===== src/hw/wisc_consts.svh =====
/*
 * WISC-F24 core constants
 * Word and address widths, register count and memory depths
 */

`ifndef WISC_CONSTS_SVH
`define WISC_CONSTS_SVH

// Datapath widths
`define WISC_DWIDTH 16
`define WISC_AWIDTH 16

// Architectural register count
`define WISC_NREGS 16

// Memory depths in 16-bit words
`define WISC_IMEM_WORDS 512
`define WISC_DMEM_WORDS 512

`endif


===== src/hw/wisc_pkg.sv =====
/*
 * WISC-F24 shared types
 * Words, addresses, register indices, opcodes, branch conditions and flags
 */

package wisc_pkg;

`include "wisc_consts.svh"

    typedef logic [`WISC_DWIDTH-1:0] word_t;
    typedef logic [`WISC_AWIDTH-1:0] addr_t;
    typedef logic [$clog2(`WISC_NREGS)-1:0] reg_idx_t;

    // Instruction bits [15:12]
    typedef enum logic [3:0] {
        OP_ADD    = 4'd0,
        OP_SUB    = 4'd1,
        OP_XOR    = 4'd2,
        OP_RED    = 4'd3,
        OP_SLL    = 4'd4,
        OP_SRA    = 4'd5,
        OP_ROR    = 4'd6,
        OP_PADDSB = 4'd7,
        OP_LW     = 4'd8,
        OP_SW     = 4'd9,
        OP_LLB    = 4'd10,
        OP_LHB    = 4'd11,
        OP_B      = 4'd12,
        OP_BR     = 4'd13,
        OP_PCS    = 4'd14,
        OP_HLT    = 4'd15
    } opcode_t;

    // Branch condition field, bits [11:9]
    typedef enum logic [2:0] {
        COND_NEQ, COND_EQ, COND_GT, COND_LT,
        COND_GTE, COND_LTE, COND_OVFL, COND_UNCOND
    } cond_t;

    typedef struct packed {
        logic zero;
        logic ovfl;
        logic sign;
    } flags_t;

    // Same encoding as the low three bits of the compute opcodes
    typedef enum logic [2:0] {
        ALU_ADD, ALU_SUB, ALU_XOR, ALU_RED,
        ALU_SLL, ALU_SRA, ALU_ROR, ALU_PADDSB
    } alu_op_t;

endpackage


===== src/hw/wisc_fetch.sv =====
/*
 * WISC-F24 fetch and branch unit
 * Holds PC and flags, evaluates branch conditions and picks the next PC.
 * Freezes while halted or while run is low.
 */

`timescale 1ns/1ps

module wisc_fetch
    import wisc_pkg::*;
(
    input  logic       clk,
    input  logic       rst_n,
    input  logic       run,
    input  logic       halt,
    input  logic       branch,
    input  logic       branch_reg,
    input  cond_t      cond,
    input  logic [8:0] offset,
    input  word_t      reg_target,
    input  flags_t     flags_next,
    input  flags_t     flag_mask,
    output addr_t      pc,
    output addr_t      pc_plus2
);

    flags_t flags_q;
    logic   taken;
    logic   commit;
    addr_t  pc_next;
    addr_t  imm_target;

    assign commit   = run && !halt;
    assign pc_plus2 = pc + 16'd2;

    // Offset counts words from the following instruction
    assign imm_target = pc_plus2 + {{6{offset[8]}}, offset, 1'b0};

    // --------------------
    // Condition check
    // --------------------
    always_comb begin
        case (cond)
            COND_NEQ:  taken = !flags_q.zero;
            COND_EQ:   taken = flags_q.zero;
            COND_GT:   taken = !flags_q.zero && !flags_q.sign;
            COND_LT:   taken = flags_q.sign;
            COND_GTE:  taken = flags_q.zero || !flags_q.sign;
            COND_LTE:  taken = flags_q.zero || flags_q.sign;
            COND_OVFL: taken = flags_q.ovfl;
            default:   taken = 1'b1;
        endcase
    end

    always_comb begin
        pc_next = pc_plus2;
        if (branch && taken) begin
            // Register target forced to a word boundary
            pc_next = branch_reg ? {reg_target[15:1], 1'b0} : imm_target;
        end
    end

    always_ff @(posedge clk or negedge rst_n) begin
        if (!rst_n) begin
            pc      <= '0;
            flags_q <= '0;
        end else if (commit) begin
            pc <= pc_next;
            flags_q.zero <= flag_mask.zero ? flags_next.zero : flags_q.zero;
            flags_q.ovfl <= flag_mask.ovfl ? flags_next.ovfl : flags_q.ovfl;
            flags_q.sign <= flag_mask.sign ? flags_next.sign : flags_q.sign;
        end
    end

    // --------------------
    // Checks
    // --------------------
    a_pc_even: assert property (@(posedge clk) disable iff (!rst_n) pc[0] == 1'b0);

endmodule


===== config.mk =====
export PLATFORM = sky130hd
export DESIGN_NAME = wisc_fetch
export DESIGN_NICKNAME = d
export VERILOG_FILES = /design/src/hw/wisc_pkg.sv /design/src/hw/wisc_fetch.sv
export VERILOG_INCLUDE_DIRS = /design/src /design/src/hw
export SDC_FILE = /design/constraint.sdc
export NUM_CORES = 1
export LEC_CHECK = 0
export ABC_AREA = 1
export BUFFER_PORTS_ARGS = -buffer_cell sky130_fd_sc_hd__buf_2
export CAP_MARGIN = 25
export CORE_MARGIN = 2
export CORE_UTILIZATION = 45
export CTS_BUF_LIST = sky130_fd_sc_hd__clkbuf_16
export CTS_CLUSTER_SIZE = 8
export DETAILED_ROUTE_END_ITERATION = 12
export PLACE_DENSITY = 0.72
export SYNTH_ARGS = -nofsm -noshare
export SYNTH_HDL_FRONTEND = slang
export SYNTH_SLANG_ARGS = --single-unit
export TNS_END_PERCENT = 100

===== constraint.sdc =====
create_clock -name clk -period 4.23 [get_ports clk]
set_input_delay 0.2115 -clock clk [delete_from_list [all_inputs] [get_ports clk]]
set_output_delay 0.2115 -clock clk [all_outputs]
set_load 0.01 [all_outputs]

==> reports/metrics.csv <==
metric,value,unit
setup_viol,0,
cp_max_fo,4,
numCtsBuffers,3,
clock.fmax,367,MHz
reg2reg_setup_slack,1510,ps
clock_skew,4.19,ps
viasPerCell,4.95,
ys_top_cells_by_count,"89 x nand2_1, 54 x nor2_1, 37 x inv_1",
clkSinkCount,18,
grt_pass1_wl,9760,um
clk_path_buf_depth,2,
core,4790,um^2
clk_latency,250,ps
top_layer_used,met4,
met2_length,2810,um
cts.htree.levels,1,
pin_count,72,
clock_power_share,14.8,%
rsz0062_at_grt,no,
first_pass_iters,4,
synth.most_common_cell,nand2_1,
synth.distinct_cells,39,
wirelength,5900,um
nNetsFinal,475,
syn-cell-area,2250,um^2
numPortBuffers,68,
hold_end,flags_q[0],
grt_overflow_total,0,
synth-edff-count,0,
diodes,0,
ys_seq_area_share,20.0,%
final_antenna_net_count,0,
wl_met1,2740,um
p_leak,0.00144,uW
grt_pass1_vias,2277,
synth_area_leaders,"dfrtp_1 20%, nand2_1 15%, ha_1 10%",
yosys_warnings,0,
postSynthCellCount,349,
whs_path_depth,2,
drt-initial-drc-count,130,
finalHoldViolations,0,
end_kind,register,
slew_headroom,51.4,%
p_seq_share,21.8,%
met3_length,212,um
cts_tree,done,
synth-async-reset-ratio,100,%
num_rows,25,
start_kind,register,
start_util,47.1,%
critPathRequiredTime,4420,ps
switchingPower,639,uW
setup-tns-final,0,ps
dr_total_vias,2386,
powerDensity,478,nW/um^2
die-area,5590,um^2
fin_crit_sh,64.3,%
drv_cap,0,
switching_share,49.1,%
synth.top_cell.area_share,20.0,%
ys.flop_type,dfrtp_1,
hold_start,flags_next[0],
comb_power_share,63.4,%
hold_path_class,in2reg,
r2r_end,pc[15],
layout-drive-gt1-share,24.6,%
cts-root-buf,clkbuf_16,
syn2layout_area_growth,20.7,%
avgSynthCellArea,6.46,um^2
grt_max_degree,24,
fin_util,56.9,%
die_w,74.8,um
arrival,2910,ps
status,finished clean,
drcViolationCount,0,
post-cts-setup-buffer-count,0,
clkTransAtPathRegs,50,ps
ys_ff_latch,18,
gp_congestion,0.891,
worstMarginPinSlew,729,ps
antenna_found_initial,0,
yosysTopAreaCell,dfrtp_1,
gr-usage-all-layers,22.5,%
critPathKind,reg2reg,
r2r-start,pc[2],
finalMaxSlewViolations,0,
period_minus_slack,2720,ps
avgRoutedWirePerCell,12.2,um
dp_hpwl,4850,um
intPower,663,uW
die_y,74.8,um
reg2reg_depth,16,
ir_worst_vdd,206,uV
[critical path, stage by stage, from the launching register on]
cell and delay (ps):
dfrtp_1 380, ha_1 210, nand3_2 170, nor3_4 220, nand3_1 130, xor2_1 210
clkinv_2 130, ha_1 320, nand2_1 120, nor2_1 70, nand2_1 60, nand2_1 50
nor2_1 210, nand3_1 100, nand3_1 90, nand2_1 80, a21oi_2 110
[cell usage in the layout, fill, tap and decap left out, drive strengths merged, types with 2 or more instances in the layout]
cell type / instances
inv: 38
a21o: 3
clkinv: 5
nor3: 4
buf: 68
a21oi: 32
xor2: 11
o211ai: 3
clkbuf: 3
dfrtp: 18
ha: 18
conb: 2
xnor2: 7
nand3: 25
o21ai: 14
nand4: 4
nand2: 92
mux2: 3
nor2: 58
[worst max-delay path by stage]
stage | to | slack (ps) | start
after floorplan | pc[15] | 1780 | pc[2]
after global placement | pc[15] | 1560 | pc[2]
after detailed placement | pc[15] | 1510 | pc[2]
after CTS | pc[15] | 1490 | pc[2]
after global routing | pc[15] | 1210 | pc[2]
final | pc[15] | 1510 | pc[2]
[through the flow]
stage,cell area [um^2],hold slack [ps],instances,power [uW],setup slack [ps]
finish,2720,191,482,1300,1510
global route,2720,195,482,1430,1210
CTS,2720,192,482,1300,1490
detailed placement,2630,166,477,1110,1510
global placement,2630,163,477,1090,1560
floorplan,2260,-84.1,350,873,1780
[state kept, by name, indices dropped and copies added, names as in the netlist]
signal,flops
flags_q,3
pc,15
[layer usage]
metal / GRT usage [%] / up-vias
met5: 0 / -
met4: 10.5 / 0
met3: 0.803 / 13
met2: 38.6 / 67
met1: 29.5 / 1057
li1: - / 1249
[layout make-up]
| cell class | count | area [um^2] |
|---|---|---|
| clock buffers | 3 | 75.1 |
| clock inverters | 1 | 3.75 |
| inverters | 42 | 160 |
| repair buffers | 69 | 350 |
| multi-input cells | 282 | 1600 |
| well taps | 67 | 83.8 |
| flip-flops and latches | 18 | 450 |
| fillers | 495 | 2060 |
[power groups by stage]
stage	combinational (uW)	clock [uW]	sequential [uW]
final	825	193	284
after global placement	811	0	284
after CTS	826	195	284
after global routing	939	201	293
after detailed placement	821	0	287
after floorplan	579	0	294
[kinds of logic (layout without fill, tap and decap cells)]
logic type / count (synthesis) / in the layout / synth area share [%]
DFF: 18 / 18 / 20.0
and+or+nand+nor: 185 / 185 / 36.3
buffers and inverters: 50 / 115 / 9.32
other: 1 / 2 / 0.166
muxes: 3 / 3 / 1.50
AOI/OAI and AO/OA: 55 / 55 / 14.2
adders and majority gates: 19 / 19 / 10.9
xor gates and xnor gates: 18 / 18 / 7.66
[what timing repair did]
action | in CTS | in global routing
gates resized for setup | 0 | 0
hold endpoints to repair | 18 | 0
hold buffers | 1 | 0
(Power assumes the default switching activity.)
