===== src/hw/wisc_consts.svh =====
/*
 * WISC-F24 core constants
 * Word and address widths, register count and memory depths
 */

`ifndef WISC_CONSTS_SVH
`define WISC_CONSTS_SVH

// Datapath widths
`define WISC_DWIDTH 16
`define WISC_AWIDTH 16

// Architectural register count
`define WISC_NREGS 16

// Memory depths in 16-bit words
`define WISC_IMEM_WORDS 512
`define WISC_DMEM_WORDS 512

`endif


===== src/hw/wisc_pkg.sv =====
/*
 * WISC-F24 shared types
 * Words, addresses, register indices, opcodes, branch conditions and flags
 */

package wisc_pkg;

`include "wisc_consts.svh"

    typedef logic [`WISC_DWIDTH-1:0] word_t;
    typedef logic [`WISC_AWIDTH-1:0] addr_t;
    typedef logic [$clog2(`WISC_NREGS)-1:0] reg_idx_t;

    // Instruction bits [15:12]
    typedef enum logic [3:0] {
        OP_ADD    = 4'd0,
        OP_SUB    = 4'd1,
        OP_XOR    = 4'd2,
        OP_RED    = 4'd3,
        OP_SLL    = 4'd4,
        OP_SRA    = 4'd5,
        OP_ROR    = 4'd6,
        OP_PADDSB = 4'd7,
        OP_LW     = 4'd8,
        OP_SW     = 4'd9,
        OP_LLB    = 4'd10,
        OP_LHB    = 4'd11,
        OP_B      = 4'd12,
        OP_BR     = 4'd13,
        OP_PCS    = 4'd14,
        OP_HLT    = 4'd15
    } opcode_t;

    // Branch condition field, bits [11:9]
    typedef enum logic [2:0] {
        COND_NEQ, COND_EQ, COND_GT, COND_LT,
        COND_GTE, COND_LTE, COND_OVFL, COND_UNCOND
    } cond_t;

    typedef struct packed {
        logic zero;
        logic ovfl;
        logic sign;
    } flags_t;

    // Same encoding as the low three bits of the compute opcodes
    typedef enum logic [2:0] {
        ALU_ADD, ALU_SUB, ALU_XOR, ALU_RED,
        ALU_SLL, ALU_SRA, ALU_ROR, ALU_PADDSB
    } alu_op_t;

endpackage


===== src/hw/wisc_control.sv =====
/*
 * WISC-F24 main decoder
 * Turns the opcode into datapath control levels and the flag-update mask
 */

`timescale 1ns/1ps

module wisc_control
    import wisc_pkg::*;
(
    input  opcode_t opcode,
    output logic    reg_write,
    output logic    alu_src,
    output logic    mem_read,
    output logic    mem_write,
    output logic    mem_to_reg,
    output logic    llb,
    output logic    lhb,
    output logic    branch,
    output logic    branch_reg,
    output logic    pcs,
    output logic    halt,
    output flags_t  flag_mask
);

    always_comb begin
        reg_write  = 1'b0;
        alu_src    = 1'b0;
        mem_read   = 1'b0;
        mem_write  = 1'b0;
        mem_to_reg = 1'b0;
        llb        = 1'b0;
        lhb        = 1'b0;
        branch     = 1'b0;
        branch_reg = 1'b0;
        pcs        = 1'b0;
        halt       = 1'b0;
        flag_mask  = '0;

        case (opcode)
            OP_ADD, OP_SUB: begin
                reg_write = 1'b1;
                flag_mask = '{zero: 1'b1, ovfl: 1'b1, sign: 1'b1};
            end
            // Remaining compute ops touch Z only
            OP_XOR, OP_RED, OP_SLL, OP_SRA, OP_ROR, OP_PADDSB: begin
                reg_write      = 1'b1;
                flag_mask.zero = 1'b1;
            end
            OP_LW: begin
                reg_write  = 1'b1;
                alu_src    = 1'b1;
                mem_read   = 1'b1;
                mem_to_reg = 1'b1;
            end
            OP_SW: begin
                alu_src   = 1'b1;
                mem_write = 1'b1;
            end
            OP_LLB: begin
                reg_write = 1'b1;
                llb       = 1'b1;
            end
            OP_LHB: begin
                reg_write = 1'b1;
                lhb       = 1'b1;
            end
            OP_B:  branch = 1'b1;
            OP_BR: begin
                branch     = 1'b1;
                branch_reg = 1'b1;
            end
            OP_PCS: begin
                reg_write = 1'b1;
                pcs       = 1'b1;
            end
            default: halt = 1'b1;
        endcase

        a_mem_excl: assert final (!(mem_read && mem_write));
    end

endmodule


===== config.mk =====
export PLATFORM = sky130hd
export DESIGN_NAME = wisc_control
export DESIGN_NICKNAME = d
export VERILOG_FILES = /design/src/hw/wisc_pkg.sv /design/src/hw/wisc_control.sv
export VERILOG_INCLUDE_DIRS = /design/src /design/src/hw
export SDC_FILE = /design/constraint.sdc
export NUM_CORES = 1
export LEC_CHECK = 0
export ABC_AREA = 1
export BUFFER_PORTS_ARGS = -buffer_cell sky130_fd_sc_hd__buf_4
export CELL_PAD_IN_SITES_DETAIL_PLACEMENT = 2
export CELL_PAD_IN_SITES_GLOBAL_PLACEMENT = 2
export CORE_AREA = 5 5 42 44
export DETAILED_ROUTE_END_ITERATION = 10
export DIE_AREA = 0 0 47 49
export GPL_TIMING_DRIVEN = 0
export PLACE_DENSITY_LB_ADDON = 0.1
export SYNTH_ARGS = -nofsm -noshare
export SYNTH_HDL_FRONTEND = slang
export SYNTH_SLANG_ARGS = --single-unit

===== constraint.sdc =====
create_clock -name vclk -period 0.9
set_clock_uncertainty 0.2 [all_clocks]
set_input_delay 0.045 -clock vclk [all_inputs]
set_output_delay 0.045 -clock vclk [all_outputs]
set_load 0.05 [all_outputs]

==> impl_results.html <==
<table>
<tr><th>Metric</th><th>Value</th></tr>
<tr><th colspan="2">Power and ir drop</th></tr>
<tr><td>Standby leakage power</td><td>roughly 0.18 nW</td></tr>
<tr><td>Maximum ir drop on the vdd rail</td><td>roughly 0.17 mV</td></tr>
<tr><td>Pwr/cell area</td><td>slightly below 600 mW/mm²</td></tr>
<tr><td>Total power consumption of the routed design</td><td>between 200 and 250 µW</td></tr>
<tr><th colspan="2">Place</th></tr>
<tr><td>Final weighted congestion of routability-driven global placement</td><td>~0.66</td></tr>
<tr><td>Worst slack after detailed placement</td><td>-0.06124 ns</td></tr>
<tr><td>Number of input and output port buffers inserted</td><td>18</td></tr>
<tr><td>Dpl hpwl</td><td>approximately 560 µm</td></tr>
<tr><td>Placed cell areas</td><td>336.6 µm²</td></tr>
<tr><td>Placed Cells incl. Taps</td><td>just under 60</td></tr>
<tr><th colspan="2">Floorplan</th></tr>
<tr><td>Std cell rows</td><td>14</td></tr>
<tr><td>Placeable Area</td><td>about 0.0014 mm²</td></tr>
<tr><td>Effective utilization at floorplan</td><td>approximately 7.6%</td></tr>
<tr><td>Width of the die</td><td>~47 µm</td></tr>
<tr><td>Die extent in y</td><td>about 50 µm</td></tr>
<tr><td>Die outline area</td><td>around 0.0023 mm²</td></tr>
<tr><td>Ports</td><td>18</td></tr>
<tr><th colspan="2">GRT</th></tr>
<tr><td>Number of antenna violations at the first check in global routing</td><td>0</td></tr>
<tr><td>First-pass GRT wire length</td><td>993 µm</td></tr>
<tr><td>Global-route total usage across every layer</td><td>under 10%</td></tr>
<tr><td>Global route overflow</td><td>0</td></tr>
<tr><td>Via count of the first global-routing pass</td><td>261</td></tr>
<tr><td>Pin count of the biggest net entering global routing</td><td>8</td></tr>
<tr><th colspan="2">Outcome</th></tr>
<tr><td>Run status</td><td>finished clean</td></tr>
<tr><th colspan="2">Min path</th></tr>
<tr><td>Path type of the worst min-delay path</td><td>primary input to output port</td></tr>
<tr><th colspan="2">Drt</th></tr>
<tr><td>Starting DRT DRC Count</td><td>0</td></tr>
<tr><td>Total DRC errors in the routed layout</td><td>0</td></tr>
<tr><td>Wire per inst</td><td>roughly 9.9 µm</td></tr>
<tr><td>Final antenna-violating net count</td><td>0</td></tr>
<tr><td>Vias per inst</td><td>3.797</td></tr>
<tr><td>Router iterations before antenna repair</td><td>1</td></tr>
<tr><td>Detailed-route wire length</td><td>about 580 µm</td></tr>
<tr><td>Detailed-route via count</td><td>224</td></tr>
<tr><th colspan="2">Timing</th></tr>
<tr><td>Number of failing setup endpoints in the final timing report</td><td>0</td></tr>
<tr><td>PnR worst setup slack</td><td>about 0.033 ns</td></tr>
<tr><td>Final worst-path cycle share</td><td>96.35%</td></tr>
<tr><td>Relative slew slack</td><td>roughly nine tenths</td></tr>
<tr><td>Max Freq</td><td>between 1 and 1.5 GHz</td></tr>
<tr><td>Slew Limit Fails</td><td>0</td></tr>
<tr><td>Minimum period implied by the final worst setup slack</td><td>roughly 0.87 ns</td></tr>
<tr><td>Slew at the pin closest to its max-slew limit</td><td>0.1599 ns</td></tr>
<tr><td>Final hold violations</td><td>0</td></tr>
<tr><th colspan="2">Clock tree</th></tr>
<tr><td>Number of setup buffers added after CTS</td><td>0</td></tr>
<tr><td>Hold buffers post-CTS</td><td>0</td></tr>
<tr><th colspan="2">Worst setup path</th></tr>
<tr><td>Maximum cell stage delay along the critical path</td><td>0.13 ns</td></tr>
<tr><td>Cell with the largest stage delay on the worst path</td><td>sky130_fd_sc_hd__buf_8</td></tr>
<tr><td>Worst-path maximum fanout</td><td>5</td></tr>
<tr><td>Data required, critical path</td><td>0.65 ns</td></tr>
<tr><td>Category of the worst setup path capture point</td><td>output port</td></tr>
<tr><td>Crit Path Category</td><td>primary input to output port</td></tr>
<tr><td>Buffers and inverters on the worst path</td><td>4</td></tr>
<tr><td>Cell chain of the critical path</td><td>buf_8, inv_6, nand2_8, nor2_4, buf_6, buf_8</td></tr>
<tr><td>Type of element launching the critical path</td><td>primary input</td></tr>
<tr><td>Arr. time, crit path</td><td>between 0.6 and 0.7 ns</td></tr>
<tr><td>Family of cells with the greatest summed delay on the critical path</td><td>buffers and inverters</td></tr>
<tr><td>CP most frequent cell</td><td>sky130_fd_sc_hd__buf_8</td></tr>
<tr><th colspan="2">Logic synthesis</th></tr>
<tr><td>Cell types with the largest area share after synthesis</td><td>sky130_fd_sc_hd__nor2_1 (32%), sky130_fd_sc_hd__nand2_1 (25%), sky130_fd_sc_hd__buf_4 (14%), sky130_fd_sc_hd__inv_1 (11%), sky130_fd_sc_hd__nand2_2 (5.9%)</td></tr>
<tr><td>Top cell type's share of synthesized area</td><td>a little under a third</td></tr>
<tr><td>Number of distinct library cells after synthesis</td><td>8</td></tr>
<tr><td>Cell Area, Synth</td><td>~110 µm²</td></tr>
<tr><td>Leading post-synthesis cells by instance count</td><td>sky130_fd_sc_hd__nor2_1 (9), sky130_fd_sc_hd__nand2_1 (7), sky130_fd_sc_hd__inv_1 (3), sky130_fd_sc_hd__buf_4 (2)</td></tr>
<tr><td>Most frequently used cell type in the post-synthesis netlist</td><td>sky130_fd_sc_hd__nor2_1</td></tr>
<tr><td>YS warnings</td><td>0</td></tr>
<tr><td>Nets in the synthesized netlist</td><td>29</td></tr>
<tr><td>Cell count after synthesis</td><td>25</td></tr>
<tr><td>Sequential share of the synthesized area</td><td>0%</td></tr>
<tr><td>Mean cell area of the mapped netlist</td><td>~4.3 µm²</td></tr>
<tr><td>Yosys top cell by area</td><td>sky130_fd_sc_hd__nor2_1</td></tr>
<tr><th colspan="2">Final layout</th></tr>
<tr><td># fillers</td><td>roughly 170</td></tr>
<tr><td>N_diodes</td><td>0</td></tr>
<tr><td>Final cell count without fillers</td><td>59</td></tr>
<tr><td>Clock buffer count</td><td>0</td></tr>
<tr><td>Reg area</td><td>0 µm²</td></tr>
<tr><td>NumNets Final</td><td>49</td></tr>
<tr><td>Final design area excluding fillers</td><td>approximately 420 µm²</td></tr>
<tr><td>Area overhead of the layout relative to synthesis</td><td>291.8%</td></tr>
<tr><td>Count of flip-flops and latches</td><td>0</td></tr>
<tr><td>Fraction of layout instances using a drive strength above 1</td><td>between 90 and 100%</td></tr>
<tr><th colspan="2">Job</th></tr>
<tr><td>Max-cap violation count</td><td>0</td></tr>
</table>
-- report_power, final --
| part | switching [mW] | leakage [nW] | internal (mW) |
|---|---|---|---|
| registers | 0 | 0 | 0 |
| clock network | 0 | 0 | 0 |
| logic | 0.154 | 0.181 | 0.0869 |
-- logic make-up (layout without fill, tap and decap cells) --
kind of cell / after synthesis / count (layout) / share of synthesized area, %
simple gates: 18 / 18 / 67.06
compound gates: 1 / 1 / 4.701
buf+inv: 6 / 24 / 28.23
-- tightest hold or removal path: stages --
cell                     delay, ns
sky130_fd_sc_hd__buf_8        0.09
sky130_fd_sc_hd__nor3_4       0.04
sky130_fd_sc_hd__buf_4        0.18
-- stage by stage --
step | hold WS [ns] | util [%] | TNS [ns]
6_report | 0.2108 | 29.73 | 0
5_1_grt | 0.2231 | 29.73 | -0.008804
4_1_cts | 0.2293 | 26.61 | -0.003211
3_5_place_dp | 0.2501 | 24.02 | -0.1678
3_3_place_gp | 0.2464 | 24.02 | -0.1210
2_1_floorplan | -0.04854 | - | -0.4700
-- final timing paths --
check / endpoint / slack [ns] / cells after the start / from
worst max-delay path: mem_to_reg / 0.03 / 6 / opcode[2]
worst min-delay path: flag_mask[0] / 0.21 / 3 / opcode[2]
-- placed cells by master (no fill, tap or decap) --
cell,count
sky130_fd_sc_hd__nor2_4,1
sky130_fd_sc_hd__nor2_2,8
sky130_fd_sc_hd__nand2_2,3
sky130_fd_sc_hd__nand2_8,1
sky130_fd_sc_hd__nor3_4,1
sky130_fd_sc_hd__a21oi_4,1
sky130_fd_sc_hd__buf_8,4
sky130_fd_sc_hd__clkinvlp_4,1
sky130_fd_sc_hd__buf_6,8
sky130_fd_sc_hd__inv_6,2
sky130_fd_sc_hd__inv_4,1
sky130_fd_sc_hd__buf_4,8
sky130_fd_sc_hd__nand2_1,3
sky130_fd_sc_hd__nand2_4,1
-- timing repair --
| item | 4_1_cts | 5_1_grt |
|---|---|---|
| gates resized for setup | 10 | 10 |
| setup endpoints to repair | 5 | 7 |
| pin swaps | 1 | 2 |
-- metal layers --
layer  track usage (%)  vias to the layer above  part of all wire [%]
met5                 0                        -                     0
met1             7.391                       99                    40
li1                  -                      111                     -
met2             8.824                       14                    48
met4                 0                        0                     0
met3            0.3690                        0                    12
-- final cells by class --
class	instances	area, µm²	share of cell area, %
Inverter	4	31.28	7.508
Tap cell	16	20.02	4.805
Timing Repair Buffer	18	187.7	45.05
Multi-Input combinational cell	19	155.1	37.24
Buffer	2	22.52	5.405
No activity file was read; power rests on OpenSTA's default activity.
