File: config.mk
export PLATFORM = sky130hd
export DESIGN_NAME = wisc_alu
export DESIGN_NICKNAME = d
export VERILOG_FILES = /design/src/hw/wisc_pkg.sv /design/src/hw/wisc_alu.sv
export VERILOG_INCLUDE_DIRS = /design/src /design/src/hw
export SDC_FILE = /design/constraint.sdc
export NUM_CORES = 1
export LEC_CHECK = 0
export BUFFER_PORTS_ARGS = -buffer_cell sky130_fd_sc_hd__buf_4
export CAP_MARGIN = 20
export CORE_AREA = 2 2 100 102
export DETAILED_ROUTE_END_ITERATION = 10
export DIE_AREA = 0 0 102 104
export GPL_ROUTABILITY_DRIVEN = 0
export GPL_TIMING_DRIVEN = 0
export PLACE_DENSITY_LB_ADDON = 0.08
export SETUP_SLACK_MARGIN = 0.15
export SYNTH_ARGS = -nofsm -noshare
export SYNTH_HDL_FRONTEND = slang
export SYNTH_SLANG_ARGS = --single-unit
File: constraint.sdc
create_clock -name vclk -period 5.6
set_input_delay 0.56 -clock vclk [all_inputs]
set_output_delay 0.56 -clock vclk [all_outputs]
set_load 0.01 [all_outputs]
File: src/hw/wisc_consts.svh
/*
 * WISC-F24 core constants
 * Word and address widths, register count and memory depths
 */

`ifndef WISC_CONSTS_SVH
`define WISC_CONSTS_SVH

// Datapath widths
`define WISC_DWIDTH 16
`define WISC_AWIDTH 16

// Architectural register count
`define WISC_NREGS 16

// Memory depths in 16-bit words
`define WISC_IMEM_WORDS 512
`define WISC_DMEM_WORDS 512

`endif

File: src/hw/wisc_pkg.sv
/*
 * WISC-F24 shared types
 * Words, addresses, register indices, opcodes, branch conditions and flags
 */

package wisc_pkg;

`include "wisc_consts.svh"

    typedef logic [`WISC_DWIDTH-1:0] word_t;
    typedef logic [`WISC_AWIDTH-1:0] addr_t;
    typedef logic [$clog2(`WISC_NREGS)-1:0] reg_idx_t;

    // Instruction bits [15:12]
    typedef enum logic [3:0] {
        OP_ADD    = 4'd0,
        OP_SUB    = 4'd1,
        OP_XOR    = 4'd2,
        OP_RED    = 4'd3,
        OP_SLL    = 4'd4,
        OP_SRA    = 4'd5,
        OP_ROR    = 4'd6,
        OP_PADDSB = 4'd7,
        OP_LW     = 4'd8,
        OP_SW     = 4'd9,
        OP_LLB    = 4'd10,
        OP_LHB    = 4'd11,
        OP_B      = 4'd12,
        OP_BR     = 4'd13,
        OP_PCS    = 4'd14,
        OP_HLT    = 4'd15
    } opcode_t;

    // Branch condition field, bits [11:9]
    typedef enum logic [2:0] {
        COND_NEQ, COND_EQ, COND_GT, COND_LT,
        COND_GTE, COND_LTE, COND_OVFL, COND_UNCOND
    } cond_t;

    typedef struct packed {
        logic zero;
        logic ovfl;
        logic sign;
    } flags_t;

    // Same encoding as the low three bits of the compute opcodes
    typedef enum logic [2:0] {
        ALU_ADD, ALU_SUB, ALU_XOR, ALU_RED,
        ALU_SLL, ALU_SRA, ALU_ROR, ALU_PADDSB
    } alu_op_t;

endpackage

File: src/hw/wisc_alu.sv
/*
 * WISC-F24 arithmetic/logic unit
 * Saturating add/sub, XOR, byte reduction, shifts, rotate and nibble-wise
 * saturating add, plus the flag values for the result.
 */

`timescale 1ns/1ps

module wisc_alu
    import wisc_pkg::*;
(
    input  alu_op_t    op,
    input  word_t      a,
    input  word_t      b,
    input  logic [3:0] imm4,
    output word_t      result,
    output flags_t     flags_next
);

    // One 4-bit lane, clamped to [-8, 7]
    function automatic logic [3:0] sat_nibble(input logic [3:0] x, input logic [3:0] y);
        logic [3:0] s;
        s = x + y;
        if (x[3] == y[3] && s[3] != x[3]) begin
            s = x[3] ? 4'h8 : 4'h7;
        end
        return s;
    endfunction

    word_t       sum;
    word_t       diff;
    logic        add_ovf;
    logic        sub_ovf;
    word_t       add_sat;
    word_t       sub_sat;
    logic [9:0]  red_sum;
    logic [31:0] rot;
    word_t       padd;

    // --------------------
    // Add and subtract
    // --------------------
    assign sum     = a + b;
    assign diff    = a - b;
    assign add_ovf = (a[15] == b[15]) && (sum[15] != a[15]);
    assign sub_ovf = (a[15] != b[15]) && (diff[15] != a[15]);

    // Clamp towards the sign of operand a
    assign add_sat = add_ovf ? (a[15] ? 16'h8000 : 16'h7fff) : sum;
    assign sub_sat = sub_ovf ? (a[15] ? 16'h8000 : 16'h7fff) : diff;

    // --------------------
    // Reduction and lanes
    // --------------------
    assign red_sum = {{2{a[15]}}, a[15:8]} + {{2{a[7]}}, a[7:0]}
                   + {{2{b[15]}}, b[15:8]} + {{2{b[7]}}, b[7:0]};

    assign padd = {sat_nibble(a[15:12], b[15:12]), sat_nibble(a[11:8], b[11:8]),
                   sat_nibble(a[7:4], b[7:4]), sat_nibble(a[3:0], b[3:0])};

    // Rotate right via a doubled word
    assign rot = {a, a} >> imm4;

    always_comb begin
        case (op)
            ALU_ADD:    result = add_sat;
            ALU_SUB:    result = sub_sat;
            ALU_XOR:    result = a ^ b;
            ALU_RED:    result = {{6{red_sum[9]}}, red_sum};
            ALU_SLL:    result = a << imm4;
            ALU_SRA:    result = $signed(a) >>> imm4;
            ALU_ROR:    result = rot[15:0];
            ALU_PADDSB: result = padd;
            default:    result = '0;
        endcase
    end

    // Overflow and sign only mean something for ADD and SUB
    always_comb begin
        flags_next.zero = (result == '0);
        flags_next.ovfl = 1'b0;
        flags_next.sign = 1'b0;
        if (op == ALU_ADD) begin
            flags_next.ovfl = add_ovf;
            flags_next.sign = result[15];
        end else if (op == ALU_SUB) begin
            flags_next.ovfl = sub_ovf;
            flags_next.sign = result[15];
        end
    end

endmodule

==> flow_results.org, run 1 <==
** Critical path
- For the worst setup path, the data required time is 5.04 ns.
- By startpoint and endpoint, the worst setup path is classified as input pin to output port.
- The worst setup path is launched from an input pin.
- STA classifies the critical path endpoint as an output port.
- Data arrives at the worst endpoint at 4.92 ns.
- CP max FO :: 4

** STA
- Final critical delay including setup and external delays :: 5.48 ns
- Setup violations remaining at the end of the flow were counted as 0.
- Final Hold Violating Endpoints :: 0
- Unrepaired setup endpoints after global routing :: no
- Max Clock Freq :: 182 MHz
- Period Utilization, post-route :: 97.9%
- Worst hold slack after final layout :: 1.70 ns
- At the pin with the least slew margin, the transition time is 1.13 ns.
- Final Worst Setup Slack :: 0.119 ns
- Setup total negative slack on the finished layout was measured at 0 ns.
- Relative slew margins :: 23.3%
- Max-slew violations :: 0

** Power
- Combinational share of power :: 100.0%
- Internal power component :: 428 uW
- In this run switching power makes up 57.6% of total power.
- VDD sags by at most 0.000167 V.
- Cell Pwr Density :: 144 nW/um^2
- Post-layout total power :: 1.01 mW
- Clock share of power :: 0%
- Total net switching power :: 582 uW
- Power share of the sequential group :: 0%
- In this run the static leakage power is 2.92 nW.

** Die
- Site row count :: 36
- Die ar. :: 10600 sq um
- The initial utilization of the core area, before any placement, comes to 58.8%.
- 58 I/O pins were placed.
- Die Wd :: 102 um
- The core region is 9550 sq um.
- Die height :: 104 um

** Cells and area
- Final Non-Filler Cells :: 981
- After routing the design area is 7030 sq um.
- In the final layout, the share of cells above drive strength 1 is 28.4%.
- Filler instances :: 751
- Core utilization of the finished layout :: 73.6%
- For this run, the post-layout net count is 951.
- Clock Buffer Count :: 0
- Register area :: 0 sq um
- Number of flip-flops and latches :: 0
- The repair_antennas step left the layout with diodes totalling 0.
- From synthesis to final layout, the design area changed by 25.2%.

** Route
- Drt first-iter violations :: 1294
- The routed layout has 7297 vias.
- After detailed routing, the average wire length per cell comes to 25.1 um.
- Number of vias per cell :: 7.44
- The first detailed-routing pass ran for 11 iterations.
- For this block, the routed nets add up to 24.7 mm of wire.
- In the routed design, unresolved DRC markers number 1.
- In this run the remaining antenna-violating nets after routing total 0.

** Flow run
- Max-cap violations in this run came to 0.

** Outcome
- Run status :: complete, but fails checks
- Failing checks :: design-rule violations

** Global routing
- Antenna violations before repair :: 0
- Aggregate global-route resource usage :: 44.3%
- First-pass GRT wire length :: 36.7 mm
- Largest net degree at the start of global routing :: 13
- The via count of the first global-routing pass came to 6731.
- Summed over all layers, the global routing overflow is 0.

** Yosys
- Number of library cell types mapped by synthesis :: 89
- Total standard cell area after synthesis :: 5620 sq um
- Total number of yosys warnings :: 0
- The cell count after synthesis came out at 758.
- Dividing the synthesized area by the synthesized cell count gives 7.41 sq um.
- After synthesis, flip-flops and latches occupy 0% of the total area.
- The number of nets handed over by synthesis was 859.

** Place
- Cell Count Post-Placement :: 948
- HPWL reported at the end of detailed placement :: 18.3 mm
- After detailed placement, the total cell area comes to 6210 sq um.
- In this run the tool buffered the top-level ports with 57 buffer cells.
- Pre-CTS setup slack :: -1.48 ns

** CTS
- Cts hold-fix bufs :: 0

** Min path
- Worst min-delay path class :: input pin to output port
path summary, 6_finish.rpt:
kind / startpoint / end / slack, ns / depth (start not counted)
worst max-delay path: b[1] / flags_next[2] / 0.12 / 22
worst min-delay path: op[2] / flags_next[1] / 1.70 / 5
cells by family (layout without fill, tap and decap cells):
group                      Yosys count  after routing  share of synthesized area, %
muxes                               65             65                          15.8
adders and majority gates           63             63                          17.1
xor gates and xnor gates            21             21                          3.28
AOI/OAI and AO/OA                  229            229                          28.7
and+or+nand+nor                    261            261                          25.2
buffers and inverters              119            209                          10.0
worst max-delay path, stage by stage:
cell and delay (ns):
buf_12 0.09, inv_8 0.03, ha_4 0.27, nand2b_4 0.07, a211oi_4 0.34, o2111ai_4 0.21, a311oi_4 0.30, o21ai_2 0.11
nand2b_1 0.08, a21o_1 0.13, a21oi_2 0.06, fa_1 0.57, nor2b_4 0.21, buf_4 0.15, a21boi_4 0.09, a211o_1 0.29
a21oi_1 0.21, a32oi_2 0.19, nor4_4 0.41, o2111ai_2 0.20, nor4_2 0.18, buf_4 0.16
final cells by class:
class | instances | area [sq um] | area share, %
buffer | 53 | 367 | 5.22
timing repair buffer | 92 | 743 | 10.6
tap | 133 | 166 | 2.37
multi-input combinational | 639 | 5500 | 78.2
inverter | 64 | 254 | 3.61
synth_stat cells (all sizes together) (7+ instances only):
master  count  area (sq um)
fa         23           460
a22oi       7          52.6
o31ai       7          52.6
nor2b      22           138
o221ai      7          67.6
nor3       25           130
a31oi      12          75.1
nand2      56           213
nor4       10          81.3
a21oi      46           234
o22ai      12          75.1
nand2b     19           119
o21a        7          52.6
nor2       56           213
mux2i      33           330
a32oi      11          96.3
a221oi     10          93.8
nand3      13          65.1
xnor2      18           158
mux2       16           191
mux4       16           364
ha         39           488
nand3b      7          52.6
and3        9          56.3
inv        64           240
o21ai      42           210
buf        37           255
clkbuf     18          67.6
a211oi     12          95.1
cell usage in the layout (no fill, tap or decap), types with 12 or more instances in the layout:
cell / n
xnor2_1: 18
nand3_1: 12
fa_1: 23
nor2b_1: 21
a31oi_1: 12
inv_1: 54
nor2_1: 51
buf_2: 19
nor3_1: 24
nand2_1: 53
ha_1: 31
o21ai_0: 37
buf_6: 16
nand2b_1: 17
mux4_2: 15
a21oi_1: 41
buf_4: 88
mux2i_1: 33
power by group through the flow:
stage / Clock (mW) / Combinational (mW) / Sequential (mW)
final: 0 / 1.01 / 0
after global routing: 0 / 1.06 / 0
after CTS: 0 / 0.898 / 0
after detailed placement: 0 / 0.826 / 0
after global placement: 0 / 0.808 / 0
after floorplan: 0 / 0.569 / 0
what timing repair did:
action                                  CTS  global route
cloned                                    0             0
endpoints found under the setup margin   16             2
endpoints found under the hold margin     0             0
resized for setup                        69            56
pin swaps                                22            24
buffers inserted                         18            17
layer usage:
layer	global-route usage (%)	wire [um]	part of all wire (%)
met5	0	0	0
met1	57.2	8320	34
met4	26.6	2310	9.4
met2	65.8	10200	41
met3	11.3	3830	16
Power figures use the tool's default switching activity.
==> run 2, diff against run 1 <==
- CELL_PAD_IN_SITES_DETAIL_PLACEMENT: unset -> 0
- CELL_PAD_IN_SITES_GLOBAL_PLACEMENT: unset -> 1
- CORE_AREA: 2 2 100 102 -> 2 2 113 115
- DIE_AREA: 0 0 102 104 -> 0 0 115 117
- PLACE_DENSITY: unset -> 0.87
- PLACE_DENSITY_LB_ADDON: 0.08 -> unset
==> run 2 against run 1 <==
  * The run now ends clean
  * Count of clock-buffer cells in the layout is the same
  * Sequential share of layout area is the same
  * Critical path depth is the same
  * First-iteration DRC count shrank 20%
==> flow_results.org, run 2 (same netlist as run 1, synthesis figures left out) <==
** Outcome
- The flow ran to the end, and the final reports show no timing, DRC or antenna violations.

** Global routing
- The via count of the first global-routing pass came to 6709 (-0.33%).
- Aggregate global-route resource usage :: 37.4% (-7.0 points)
- The total grt overflow was 0 (unchanged).
- The number of antenna violations at the first check in global routing was 0 (unchanged).
- The wire length of the first global-routing pass was 38.9 mm (+6.1%).
- Largest net degree at the start of global routing :: 12 (-1)

** Route
- Routed wirelength normalized by instance count :: 25.9 um (+2.8%)
- The via count came to 7119 (-2.4%).
- The remaining number of nets flagged by the antenna check after routing is 0 (unchanged).
- The number of detailed-route iterations in the first pass came to 6 (-5).
- The detailed router's first-iteration violation count was 1041 (-20%).
- Drt total wl :: 25.5 mm (+3.6%)
- The vias per cell came to 7.21 (-3.1%).
- DRC :: 0 (-1)

** Cells and area
- Most common cell after layout, fill and taps aside :: buf_4
- Filler instances :: 1205 (+60%)
- The clock buffer count in the final layout is 0 (unchanged).
- The antenna diode count was 0 (unchanged).
- The share of final-layout standard cells stronger than drive strength 1 was 27.1% (-1.3 points).
- Layout area overhead :: 23.0%
- The library cells used most frequently in the layout, excluding fill and tap cells, are buf_4, inv_1, nand2_1.
- Total Nets Final :: 941 (-1.1%)
- The final instance area is 6900 sq um (-1.8%).
- Register area :: 0 sq um (unchanged)
- The sequential cell count was 0 (unchanged).

** Die
- Initial standard-cell utilization of the core :: 45.6% (-13 points)
- Placeable core region :: 12300 sq um (+29%)
- The number of cell rows is 41 (+14%).
- Die Wd :: 115 um (+13%)
- The top-level I/O count is 58 (unchanged).
- The height of the die came to 117 um (+13%).
- The die area was 13500 sq um (+27%).

** Min path
- Hold depth :: 5 (unchanged)
- The path class of the tightest hold or removal check is input pin to output port.
- Worst Hold Launch :: op[1]
- Hold EP :: flags_next[0]

** STA
- Max Clock Freq :: 184 MHz (+0.93%)
- Worst hold slack after final layout :: 1.76 ns (+0.0588 ns)
- Period Utilization, post-route :: 97.0% (-0.90 points)
- Unrepaired setup endpoints after global routing :: yes
- The pin slew with the least headroom to its limit came to 0.885 ns (-0.249 ns).
- The summed negative setup slack over all endpoints came to 0 ns (unchanged).
- The count of endpoints failing hold in the final timing report is 0 (unchanged).
- The worst-case headroom to the max-slew limit was 39.5% (+16 points).
- Final Worst Setup Slack :: 0.169 ns (+0.0505 ns)
- The final critical path time including I/O delays and setup came to 5.43 ns (-0.0505 ns).
- Count of endpoints failing setup in the final report :: 0 (unchanged)
- Max-slew violations :: 0 (unchanged)

** Critical path
- The critical path arrival is 4.87 ns (-0.05 ns).
- CP top delay family :: compound AO/OA/AOI/OAI gates
- Setup crit start kind :: input pin
- CP max FO :: 10 (+6)
- Number of cells on the critical path :: 22 (unchanged)
- Most frequent CP cell :: buf_4
- The slowest stage of the critical path belongs to the cell fa_1.
- CP cell instances :: buf_4 > inv_2 > ha_4 > buf_4 > or2_2 > a21oi_4 > a311oi_2 > o21ai_2 > nand2b_1 > a21o_1 > a21oi_2 > fa_1 > or3b_4 > a211o_1 > o2111ai_2 > a41o_1 > nand3_2 > a221oi_4 > nor4_4 > o2111ai_2 > nor4_2 > buf_4
- The critical path buffer and inverter count was 4 (unchanged).
- Category of the critical setup timing path :: input pin to output port
- The worst path required time came to 5.04 ns (about the same).
- STA classifies the critical path endpoint as an output port.
- Largest incremental delay on the critical path :: 0.47 ns (-0.10 ns)

** Power
- Maximum vdd ir drop :: 0.0000907 V (-46%)
- Leakage power summed over all cells :: 2.85 nW (-2.5%)
- The total power density per cell area is 143 nW/um^2 (-0.47%).

** Place
- Pre-CTS setup slack :: -1.30 ns (+0.182 ns)
- The number of I/O port buffers is 57 (unchanged).
- The total placed instance area was 6230 sq um (+0.34%).
- The placed wire-length estimate came to 19.7 mm (+7.9%).

** Flow run
- Max-cap viol count :: 0 (unchanged)

** CTS
- Cts hold-fix bufs :: 0 (unchanged)
run 2: how the worst max path moves through the flow:
stage	from	to	slack, ns
2_1_floorplan	a[0]	flags_next[2]	0.35
3_3_place_gp	a[0]	flags_next[2]	-1.26
3_5_place_dp	a[0]	flags_next[2]	-1.30
4_1_cts	b[1]	flags_next[2]	0.15
5_1_grt	b[3]	flags_next[2]	0.02
6_report	b[9]	flags_next[2]	0.17
run 2: cell type report:
type	instances	area, sq um	area share (%)
well taps	150	188	2.72
inverters	64	253	3.66
plain buffers	54	362	5.24
repair buffers	81	661	9.57
multi-input cells	639	5440	78.8
run 2: metrics by stage:
stage / total power [mW] / instances / util, %
floorplan: 0.569 / 758 / -
global placement: 0.824 / 965 / 50.6
detailed placement: 0.838 / 965 / 50.6
CTS: 0.918 / 982 / 54.8
global route: 1.05 / 988 / 56.1
finish: 0.988 / 988 / 56.1
run 2: routing by layer:
layer | vias to the layer above | track usage, % | wire (um)
li1 | 3006 | - | -
met1 | 3315 | 49.2 | 9370
met2 | 634 | 58.8 | 10900
met4 | 0 | 22.2 | 2170
met3 | 164 | 4.94 | 3130
met5 | - | 0 | 0
run 2: repair_timing:
item	CTS	global route
buffers inserted	18	6
pin swaps	29	18
endpoints found under the setup margin	16	7
resized for setup	89	21
run 2: power by group:
part	internal (mW)	switching (mW)
clock network	0	0
registers	0	0
logic	0.415	0.573
total	0.415	0.573
