$ cat config.mk
export PLATFORM = sky130hd
export DESIGN_NAME = wisc_regfile
export DESIGN_NICKNAME = d
export VERILOG_FILES = /design/src/hw/wisc_pkg.sv /design/src/hw/wisc_regfile.sv
export VERILOG_INCLUDE_DIRS = /design/src /design/src/hw
export SDC_FILE = /design/constraint.sdc
export NUM_CORES = 1
export LEC_CHECK = 0
export ABC_AREA = 1
export ABC_CLOCK_PERIOD_IN_PS = 1000
export BUFFER_PORTS_ARGS = -buffer_cell sky130_fd_sc_hd__buf_4
export CELL_PAD_IN_SITES_DETAIL_PLACEMENT = 0
export CELL_PAD_IN_SITES_GLOBAL_PLACEMENT = 2
export CORE_MARGIN = 2
export CORE_UTILIZATION = 31
export DETAILED_ROUTE_END_ITERATION = 7
export MAX_ROUTING_LAYER = met4
export PLACE_DENSITY_LB_ADDON = 0.1
export SYNTH_ARGS = -nofsm -noshare
export SYNTH_HDL_FRONTEND = slang
export SYNTH_SLANG_ARGS = --single-unit
export TNS_END_PERCENT = 5
$ cat constraint.sdc
create_clock -name clk -period 1 [get_ports clk]
set_input_delay 0.05 -clock clk [delete_from_list [all_inputs] [get_ports clk]]
set_output_delay 0.05 -clock clk [all_outputs]
set_load 0.03 [all_outputs]
$ cat src/hw/wisc_consts.svh
/*
 * WISC-F24 core constants
 * Word and address widths, register count and memory depths
 */

`ifndef WISC_CONSTS_SVH
`define WISC_CONSTS_SVH

// Datapath widths
`define WISC_DWIDTH 16
`define WISC_AWIDTH 16

// Architectural register count
`define WISC_NREGS 16

// Memory depths in 16-bit words
`define WISC_IMEM_WORDS 512
`define WISC_DMEM_WORDS 512

`endif

$ cat src/hw/wisc_pkg.sv
/*
 * WISC-F24 shared types
 * Words, addresses, register indices, opcodes, branch conditions and flags
 */

package wisc_pkg;

`include "wisc_consts.svh"

    typedef logic [`WISC_DWIDTH-1:0] word_t;
    typedef logic [`WISC_AWIDTH-1:0] addr_t;
    typedef logic [$clog2(`WISC_NREGS)-1:0] reg_idx_t;

    // Instruction bits [15:12]
    typedef enum logic [3:0] {
        OP_ADD    = 4'd0,
        OP_SUB    = 4'd1,
        OP_XOR    = 4'd2,
        OP_RED    = 4'd3,
        OP_SLL    = 4'd4,
        OP_SRA    = 4'd5,
        OP_ROR    = 4'd6,
        OP_PADDSB = 4'd7,
        OP_LW     = 4'd8,
        OP_SW     = 4'd9,
        OP_LLB    = 4'd10,
        OP_LHB    = 4'd11,
        OP_B      = 4'd12,
        OP_BR     = 4'd13,
        OP_PCS    = 4'd14,
        OP_HLT    = 4'd15
    } opcode_t;

    // Branch condition field, bits [11:9]
    typedef enum logic [2:0] {
        COND_NEQ, COND_EQ, COND_GT, COND_LT,
        COND_GTE, COND_LTE, COND_OVFL, COND_UNCOND
    } cond_t;

    typedef struct packed {
        logic zero;
        logic ovfl;
        logic sign;
    } flags_t;

    // Same encoding as the low three bits of the compute opcodes
    typedef enum logic [2:0] {
        ALU_ADD, ALU_SUB, ALU_XOR, ALU_RED,
        ALU_SLL, ALU_SRA, ALU_ROR, ALU_PADDSB
    } alu_op_t;

endpackage

$ cat src/hw/wisc_regfile.sv
/*
 * WISC-F24 register file
 * Sixteen 16-bit registers, two read ports and one write port.
 * R0 always reads as zero.
 */

`timescale 1ns/1ps

`include "wisc_consts.svh"

module wisc_regfile
    import wisc_pkg::*;
(
    input  logic     clk,
    input  logic     rst_n,
    input  reg_idx_t rs1,
    input  reg_idx_t rs2,
    input  reg_idx_t rd,
    input  logic     we,
    input  word_t    wdata,
    output word_t    rdata1,
    output word_t    rdata2
);

    word_t regs [`WISC_NREGS];

    // Writes land on the clock edge, the next instruction reads them
    always_ff @(posedge clk or negedge rst_n) begin
        if (!rst_n) begin
            regs <= '{default: '0};
        end else if (we && rd != '0) begin
            regs[rd] <= wdata;
        end
    end

    // Read ports
    assign rdata1 = (rs1 == '0) ? '0 : regs[rs1];
    assign rdata2 = (rs2 == '0) ? '0 : regs[rs2];

    // --------------------
    // Checks
    // --------------------
    a_we_known: assert property (
        @(posedge clk) disable iff (!rst_n)
        !$isunknown(we)
    );

endmodule

==> impl_metrics.xml, run 1 <==
<?xml version="1.0" encoding="UTF-8"?>
<metrics>
  <group name="place">
    <metric name="numPlacedInstances" unit="">3043</metric>
    <metric name="detailedPlace.worstSlack" unit="ps">-570.1</metric>
    <metric name="post-dp-hpwl" unit="um">42390</metric>
    <metric name="portBuffers" unit="">62</metric>
    <metric name="gp_congestion" unit="">0.8385</metric>
  </group>
  <group name="route">
    <metric name="detail_route.drc_violations" unit="">0</metric>
    <metric name="wire_per_inst" unit="um">19.73</metric>
    <metric name="detailroute.via_count" unit="">15140</metric>
    <metric name="viasPerCell" unit="">4.845</metric>
    <metric name="drt_iter0_markers" unit="">1226</metric>
    <metric name="number_of_nets_with_antenna_violations_after_routing" unit="">0</metric>
    <metric name="routed_wl" unit="um">61650</metric>
    <metric name="firstDrtPassIters" unit="">7</metric>
  </group>
  <group name="flow_run">
    <metric name="max-cap-violations" unit="">0</metric>
  </group>
  <group name="global_route">
    <metric name="grt_pass1_wl" unit="um">93700</metric>
    <metric name="first_global_vias" unit="">14790</metric>
    <metric name="grt_max_degree" unit="">91</metric>
    <metric name="track_usage" unit="%">25.64</metric>
    <metric name="antenna_found_initial" unit="">0</metric>
    <metric name="grt_overflow" unit="">0</metric>
  </group>
  <group name="finish">
    <metric name="post-route-util" unit="%">42.35</metric>
    <metric name="antenna_cells_inserted" unit="">0</metric>
    <metric name="number_of_flip_flops_in_the_largest_register" unit="">256</metric>
    <metric name="area_growth" unit="%">34.50</metric>
    <metric name="layout.filler_cells" unit="">5026</metric>
    <metric name="non_filler_instance_count_after_layout" unit="">3125</metric>
    <metric name="layout_top_registers" unit="">regs: 256 flops</metric>
    <metric name="nNetsFinal" unit="">2518</metric>
    <metric name="share_of_layout_cells_above_drive_strength_1" unit="%">20.08</metric>
    <metric name="regMostFlops" unit="">regs</metric>
  </group>
  <group name="setup_path">
    <metric name="rrSetupSlack" unit="ps">130</metric>
    <metric name="critical_path.cell_chain" unit="">inv_1, nand2_1, nand3_1, nand2_1, nand2_1, nand2_1, inv_2, a21oi_4, buf_6</metric>
    <metric name="path_max_fanout" unit="">2</metric>
    <metric name="timing.critical_path.mode_cell" unit="">nand2_1</metric>
    <metric name="worst_r2r_startpoint" unit="">regs[194]</metric>
    <metric name="slowest_stage" unit="">dfrtp_1</metric>
    <metric name="setup.worst_path.class" unit="">register to primary output</metric>
    <metric name="worst_setup_path_end_kind" unit="">primary output</metric>
    <metric name="cp.arrival" unit="ps">1790</metric>
    <metric name="max_stage_delay" unit="ps">340</metric>
    <metric name="cp-start-kind" unit="">register</metric>
    <metric name="reg2reg_to" unit="">regs[194]</metric>
    <metric name="r2r.worst_path.cells" unit="">4</metric>
    <metric name="critical_path_required_time" unit="ps">950</metric>
  </group>
  <group name="die">
    <metric name="floorplan.initialDensity" unit="%">31.48</metric>
    <metric name="num_io_pins" unit="">63</metric>
    <metric name="floorplan.die.height" unit="um">224.4</metric>
    <metric name="fp-row-count" unit="">80</metric>
    <metric name="dieArea" unit="um2">50370</metric>
    <metric name="design.core.area" unit="um2">47850</metric>
    <metric name="die_w" unit="um">224.4</metric>
  </group>
  <group name="power_and_ir_drop">
    <metric name="power_density_of_the_placed_cells" unit="nW/um2">1803</metric>
    <metric name="net_switching_share_of_the_total_power" unit="%">33.61</metric>
    <metric name="power.share.clock" unit="%">33.8</metric>
    <metric name="vdd_ir_drop_max" unit="mV">1.311</metric>
    <metric name="comb_power_share" unit="%">29.6</metric>
    <metric name="p_sw" unit="W">0.01228</metric>
    <metric name="cell_internal_pwr" unit="W">0.02425</metric>
    <metric name="power.share.sequential" unit="%">36.6</metric>
    <metric name="total_leakage_power" unit="nW">10.42</metric>
  </group>
  <group name="yosys">
    <metric name="mappedNetlistNets" unit="">2343</metric>
    <metric name="synth_seq_area_share" unit="%">42.53</metric>
    <metric name="ys.flop_type" unit="">dfrtp_1</metric>
    <metric name="synthesis.area" unit="um2">15060</metric>
    <metric name="most_frequent_cell_after_synthesis" unit="">nand2_1</metric>
    <metric name="post_synth_main_area_contributors" unit="">dfrtp_1 (43%), nand2_1 (23%), nand3_1 (12%)</metric>
    <metric name="asyncSetResetFlopFracSynth" unit="%">100.0</metric>
    <metric name="synthDominantAreaCellType" unit="">dfrtp_1</metric>
    <metric name="synth_common_cells" unit="">nand2_1 (924), nand3_1 (355), inv_1 (307)</metric>
    <metric name="netlist-cell-type-count" unit="">17</metric>
    <metric name="share_of_yosys_cell_area_claimed_by_the_top_area_cell_type" unit="%">42.53</metric>
    <metric name="synth_cells" unit="">2312</metric>
    <metric name="synth_enable_flop_cells" unit="">0</metric>
    <metric name="post_synth.cell_area_avg" unit="um2">6.515</metric>
    <metric name="synth.ff_latch_count" unit="">256</metric>
    <metric name="synthesis.yosys.warnings" unit="">0</metric>
  </group>
  <group name="timing">
    <metric name="relSlewSlack" unit="%">61.73</metric>
    <metric name="final_min_period_over_clock_period" unit="%">183.5</metric>
    <metric name="rsz0062_at_grt" unit="">true</metric>
    <metric name="fin_hold_ws" unit="ps">-8.084</metric>
    <metric name="final-hold-violation-count" unit="">12</metric>
    <metric name="worstMarginPinSlew" unit="ps">574.1</metric>
    <metric name="setup-violations-final" unit="">32</metric>
    <metric name="drv_slew" unit="">0</metric>
    <metric name="max_freq" unit="MHz">544.9</metric>
    <metric name="finalClockSkew" unit="ps">0</metric>
    <metric name="period_minus_slack" unit="ps">1835</metric>
    <metric name="setup_slack" unit="ps">-835.2</metric>
    <metric name="setup-tns-final" unit="ps">-25040</metric>
  </group>
  <group name="cts">
    <metric name="clock_latency_on_the_worst_skew_pair" unit="ps">540</metric>
    <metric name="clk_pin_slew_worst_paths" unit="ps">50</metric>
    <metric name="clkSinkCount" unit="">256</metric>
    <metric name="cts_max_level" unit="">2</metric>
    <metric name="clock_path_buffers" unit="">3</metric>
    <metric name="cts-root-buf" unit="">clkbuf_16</metric>
    <metric name="cts_made_buffers" unit="">35</metric>
    <metric name="tritoncts" unit="">done</metric>
    <metric name="post_cts_hold_buffer_count" unit="">17</metric>
  </group>
  <group name="outcome">
    <metric name="status" unit="">finished with violations</metric>
    <metric name="failing_checks" unit="">hold timing, setup timing</metric>
  </group>
  <group name="worst_hold_path">
    <metric name="hold_class" unit="">input pin to async pin</metric>
  </group>
</metrics>
==> what timing repair did <==
| item | in CTS | in global routing |
|---|---|---|
| setup endpoints to repair | 32 | 32 |
| pin swaps | 45 | 18 |
| hold endpoints to repair | 403 | 10 |
| buffers inserted | 2 | 3 |
| gates resized for setup | 138 | 23 |
==> kinds of logic after synthesis <==
group                  synth area share [%]
AO/OA/AOI/OAI                         9.037
AND/OR/NAND/NOR                       35.51
flip-flops                            42.53
buffers and inverters                 12.92
==> area by class of cell <==
type | count | area (um2) | share of cell area, %
well taps | 615 | 769.5 | 3.798
repair buffers | 313 | 3336 | 16.46
multi-input cells | 1567 | 7442 | 36.73
clock buffers | 52 | 1072 | 5.292
clock inverters | 8 | 43.79 | 0.2161
flip-flops and latches | 256 | 6406 | 31.62
inverters | 314 | 1191 | 5.879
==> per-stage QoR <==
step | total power (W) | instance area (um2)
finish | 0.03652 | 20260
global route | 0.03890 | 20260
CTS | 0.03685 | 20150
detailed placement | 0.02369 | 18360
global placement | 0.02360 | 18360
floorplan | 0.01925 | 15360
==> power by group through the flow <==
stage	Clock (W)	Combinational, W	Sequential [W]
floorplan	0	0.00598	0.0133
global placement	0	0.0101	0.0135
detailed placement	0	0.0102	0.0135
CTS	0.0127	0.0108	0.0134
global route	0.0131	0.0121	0.0136
finish	0.0123	0.0108	0.0134
==> cell usage in the layout (no fill, tap or decap) <==
cell | Yosys | final
nand2_1 | 924 | 898
nand3_1 | 355 | 307
inv_1 | 307 | 276
dfrtp_1 | 256 | 256
o21ai_0 | 238 | 238
buf_4 | 4 | 195
buf_12 | 0 | 64
nand3_2 | 0 | 43
clkbuf_16 | 0 | 37
buf_6 | 0 | 36
inv_2 | 7 | 33
a21oi_4 | 0 | 31
nand2_2 | 0 | 25
dlygate4sd3_1 | 0 | 17
clkbuf_8 | 0 | 9
clkinv_2 | 0 | 7
nor2_2 | 2 | 6
nor2_1 | 10 | 6
clkbuf_1 | 83 | 6
inv_4 | 0 | 5
nand3_4 | 0 | 5
nor4_4 | 1 | 2
nor3_4 | 0 | 2
o21ai_1 | 2 | 2
a21oi_2 | 0 | 1
nand2_4 | 0 | 1
inv_6 | 0 | 1
buf_8 | 0 | 1
==> layer usage <==
| metal | GRT usage (%) | share of wire [%] |
|---|---|---|
| met3 | 5.447 | 6.5 |
| met5 | - | 0 |
| met4 | 5.982 | 1.8 |
| met2 | 38.48 | 44 |
| met1 | 35.39 | 48 |
==> critical path: cells and delay by family (launching register included) <==
family,cells,cell delay (ps)
AOI/OAI and AO/OA,1,260
and+or+nand+nor,5,350
DFF,1,340
buffers and inverters,3,290
==> how the worst max path moves through the flow <==
| stage | startpoint | end | slack, ps | cells after the start |
|---|---|---|---|---|
| after floorplan | rs1[2] | rdata1[10] | -140 | 4 |
| after global placement | rs1[1] | rdata1[0] | -560 | 8 |
| after detailed placement | rs1[1] | rdata1[0] | -570 | 8 |
| after CTS | regs[210] | rdata1[2] | -850 | 10 |
| after global routing | regs[46] | rdata2[14] | -940 | 8 |
| final | regs[229] | rdata2[5] | -840 | 9 |
Power figures use the tool's default switching activity.
==> inputs of run 2 (changes only) <==
--- a/config.mk
+++ b/config.mk
@@ -16,6 +16,7 @@
 export DETAILED_ROUTE_END_ITERATION = 7
 export MAX_ROUTING_LAYER = met4
 export PLACE_DENSITY_LB_ADDON = 0.1
+export SETUP_SLACK_MARGIN = 0.5
 export SYNTH_ARGS = -nofsm -noshare
 export SYNTH_HDL_FRONTEND = slang
 export SYNTH_SLANG_ARGS = --single-unit
==> run 2 against run 1 <==
The run still ends with hold timing, setup timing left. Critical path type unchanged. Largest cell class unchanged. Non-clock buffer count grew 52. Wire length grew 3.2%. Cell area grew 5.9%.
==> impl_metrics.xml, run 2 (same netlist as run 1, synthesis figures left out) <==
<?xml version="1.0" encoding="UTF-8"?>
<metrics>
  <group name="place">
    <metric name="numPlacedInstances" unit="">3062</metric>
    <metric name="gp_congestion" unit="">0.8424</metric>
    <metric name="portBuffers" unit="">62</metric>
    <metric name="post_dp_cell_area" unit="um2">18550</metric>
    <metric name="post-dp-hpwl" unit="um">43780</metric>
  </group>
  <group name="timing">
    <metric name="period_minus_slack" unit="ps">1842</metric>
    <metric name="setup_slack" unit="ps">-842.0</metric>
    <metric name="final-hold-violation-count" unit="">272</metric>
    <metric name="final_min_period_over_clock_period" unit="%">184.2</metric>
    <metric name="finalClockSkew" unit="ps">0</metric>
    <metric name="relSlewSlack" unit="%">66.47</metric>
    <metric name="max_freq" unit="MHz">542.9</metric>
    <metric name="worstMarginPinSlew" unit="ps">502.3</metric>
    <metric name="fin_hold_ws" unit="ps">-631.3</metric>
    <metric name="drv_slew" unit="">0</metric>
    <metric name="setup-violations-final" unit="">32</metric>
    <metric name="rsz0062_at_grt" unit="">true</metric>
  </group>
  <group name="setup_path">
    <metric name="cp-start-kind" unit="">register</metric>
    <metric name="path_max_fanout" unit="">2</metric>
    <metric name="worst_setup_path_end_kind" unit="">primary output</metric>
    <metric name="r2r.worst_path.cells" unit="">4</metric>
    <metric name="critical_path_required_time" unit="ps">950</metric>
    <metric name="worst_r2r_startpoint" unit="">regs[85]</metric>
    <metric name="setup.worst_path.class" unit="">register to primary output</metric>
    <metric name="rrSetupSlack" unit="ps">110</metric>
    <metric name="reg2reg_to" unit="">regs[85]</metric>
    <metric name="cp.arrival" unit="ps">1790</metric>
  </group>
  <group name="power_and_ir_drop">
    <metric name="vdd_ir_drop_max" unit="mV">1.477</metric>
    <metric name="total_leakage_power" unit="nW">10.86</metric>
    <metric name="net_switching_share_of_the_total_power" unit="%">34.19</metric>
    <metric name="power_density_of_the_placed_cells" unit="nW/um2">1785</metric>
    <metric name="power.share.sequential" unit="%">35.4</metric>
    <metric name="post-layout-total-power" unit="W">0.03831</metric>
    <metric name="power.share.clock" unit="%">32.1</metric>
    <metric name="comb_power_share" unit="%">32.5</metric>
    <metric name="cell_internal_pwr" unit="W">0.02521</metric>
    <metric name="p_sw" unit="W">0.01310</metric>
  </group>
  <group name="global_route">
    <metric name="grt_overflow" unit="">0</metric>
    <metric name="grt_max_degree" unit="">46</metric>
    <metric name="grt_pass1_wl" unit="um">96120</metric>
    <metric name="first_global_vias" unit="">15050</metric>
    <metric name="track_usage" unit="%">26.29</metric>
    <metric name="antenna_found_initial" unit="">0</metric>
  </group>
  <group name="finish">
    <metric name="layout_top_registers" unit="">regs: 256 flops</metric>
    <metric name="layout.filler_cells" unit="">4965</metric>
    <metric name="post-route-util" unit="%">44.85</metric>
    <metric name="non_filler_instance_count_after_layout" unit="">3177</metric>
    <metric name="number_of_flip_flops_in_the_largest_register" unit="">256</metric>
    <metric name="postLayoutCellArea" unit="um2">21460</metric>
    <metric name="final_cell_mix" unit="">nand2_1 (809), nand3_1 (278), dfrtp_1 (256)</metric>
    <metric name="regMostFlops" unit="">regs</metric>
    <metric name="nNetsFinal" unit="">2570</metric>
    <metric name="share_of_layout_cells_above_drive_strength_1" unit="%">33.37</metric>
    <metric name="layout.cells.most_common" unit="">nand2_1</metric>
    <metric name="antenna_cells_inserted" unit="">0</metric>
    <metric name="area_growth" unit="%">42.46</metric>
  </group>
  <group name="worst_hold_path">
    <metric name="hold_class" unit="">input pin to async pin</metric>
  </group>
  <group name="route">
    <metric name="routed_wl" unit="um">63650</metric>
    <metric name="wire_per_inst" unit="um">20.03</metric>
    <metric name="detail_route.drc_violations" unit="">0</metric>
    <metric name="firstDrtPassIters" unit="">5</metric>
    <metric name="viasPerCell" unit="">4.925</metric>
    <metric name="drt_iter0_markers" unit="">1039</metric>
    <metric name="detailroute.via_count" unit="">15650</metric>
    <metric name="number_of_nets_with_antenna_violations_after_routing" unit="">0</metric>
  </group>
  <group name="cts">
    <metric name="clk_pin_slew_worst_paths" unit="ps">60</metric>
    <metric name="tritoncts" unit="">done</metric>
    <metric name="cts-root-buf" unit="">clkbuf_16</metric>
    <metric name="clock_path_buffers" unit="">3</metric>
    <metric name="clkSinkCount" unit="">256</metric>
    <metric name="cts_made_buffers" unit="">35</metric>
    <metric name="cts_max_level" unit="">2</metric>
    <metric name="clock_latency_on_the_worst_skew_pair" unit="ps">540</metric>
  </group>
  <group name="die">
    <metric name="fp-row-count" unit="">80</metric>
    <metric name="design.core.area" unit="um2">47850</metric>
    <metric name="die_w" unit="um">224.4</metric>
    <metric name="floorplan.initialDensity" unit="%">31.48</metric>
    <metric name="num_io_pins" unit="">63</metric>
    <metric name="floorplan.die.height" unit="um">224.4</metric>
    <metric name="dieArea" unit="um2">50370</metric>
  </group>
  <group name="outcome">
    <metric name="status" unit="">finished with violations</metric>
    <metric name="failing_checks" unit="">hold timing, setup timing</metric>
  </group>
  <group name="flow_run">
    <metric name="max-cap-violations" unit="">0</metric>
  </group>
</metrics>
-- run 2: changes by cell type in the layout (fill, tap and decap cells not counted), moves of 62 or more --
| cell | delta |
|---|---|
| inv_1 | -109 |
| inv_2 | +110 |
| nand2_1 | -89 |
| nand2_2 | +81 |
| o21ai_0 | -235 |
| o21ai_1 | +173 |
| o21ai_2 | +62 |
-- run 2: per-stage QoR --
| stage | setup slack (ps) | hold WS [ps] | setup TNS, ps |
|---|---|---|---|
| 2_1_floorplan | -106.8 | -245.6 | -2656 |
| 3_3_place_gp | -657.4 | -60.93 | -48130 |
| 3_5_place_dp | -655.9 | -61.30 | -51510 |
| 4_1_cts | -870.0 | -653.9 | -25670 |
| 5_1_grt | -917.9 | -635.9 | -27090 |
| 6_report | -842.0 | -631.3 | -24210 |
-- run 2: worst max-delay path, stage by stage (launching register included) --
cell and delay [ps]:
dfrtp_1 350, inv_1 60, nand2_1 70, nand3_2 60
nand3_2 100, nand3_2 80, buf_6 130, a21oi_4 230
buf_6 170
-- run 2: what timing repair did --
item                                    CTS  global route
setup buffers                            10            20
pin swaps                               133           133
hold buffers                             21             4
hold endpoints to repair                408           299
endpoints found under the setup margin  274           312
cloned                                    0             0
gates resized for setup                 451           301
-- run 2: how the worst max path moves through the flow --
stage	start	slack (ps)	endpoint
2_1_floorplan	rs1[3]	-110	rdata1[10]
3_3_place_gp	rs1[0]	-660	rdata1[3]
3_5_place_dp	rs1[0]	-660	rdata1[3]
4_1_cts	regs[99]	-870	rdata1[3]
5_1_grt	regs[193]	-920	rdata2[1]
6_report	regs[117]	-840	rdata1[5]
-- run 2: area by class of cell --
class	count	area, um2	area share, %
Sequential cell	256	6406	29.85
Multi-Input combinational cell	1567	8085	37.68
Clock buffer	52	1062	4.950
Timing Repair Buffer	365	3901	18.18
Inverter	314	1189	5.539
Tap cell	615	769.5	3.586
Clock inverter	8	46.29	0.2157
-- run 2: layer usage --
| layer | vias up | track usage (%) | part of all wire (%) |
|---|---|---|---|
| met3 | 89 | 3.187 | 5.1 |
| met1 | 7510 | 37.26 | 48 |
| li1 | 7659 | - | - |
| met5 | - | - | 0 |
| met4 | 0 | 6.708 | 2.2 |
| met2 | 390 | 39.87 | 45 |
-- run 2: power groups by stage --
stage,registers [W],logic [W],clock network [W]
floorplan,0.0133,0.00600,0
global placement,0.0135,0.0103,0
detailed placement,0.0135,0.0103,0
CTS,0.0135,0.0113,0.0126
global route,0.0138,0.0138,0.0130
finish,0.0136,0.0124,0.0123
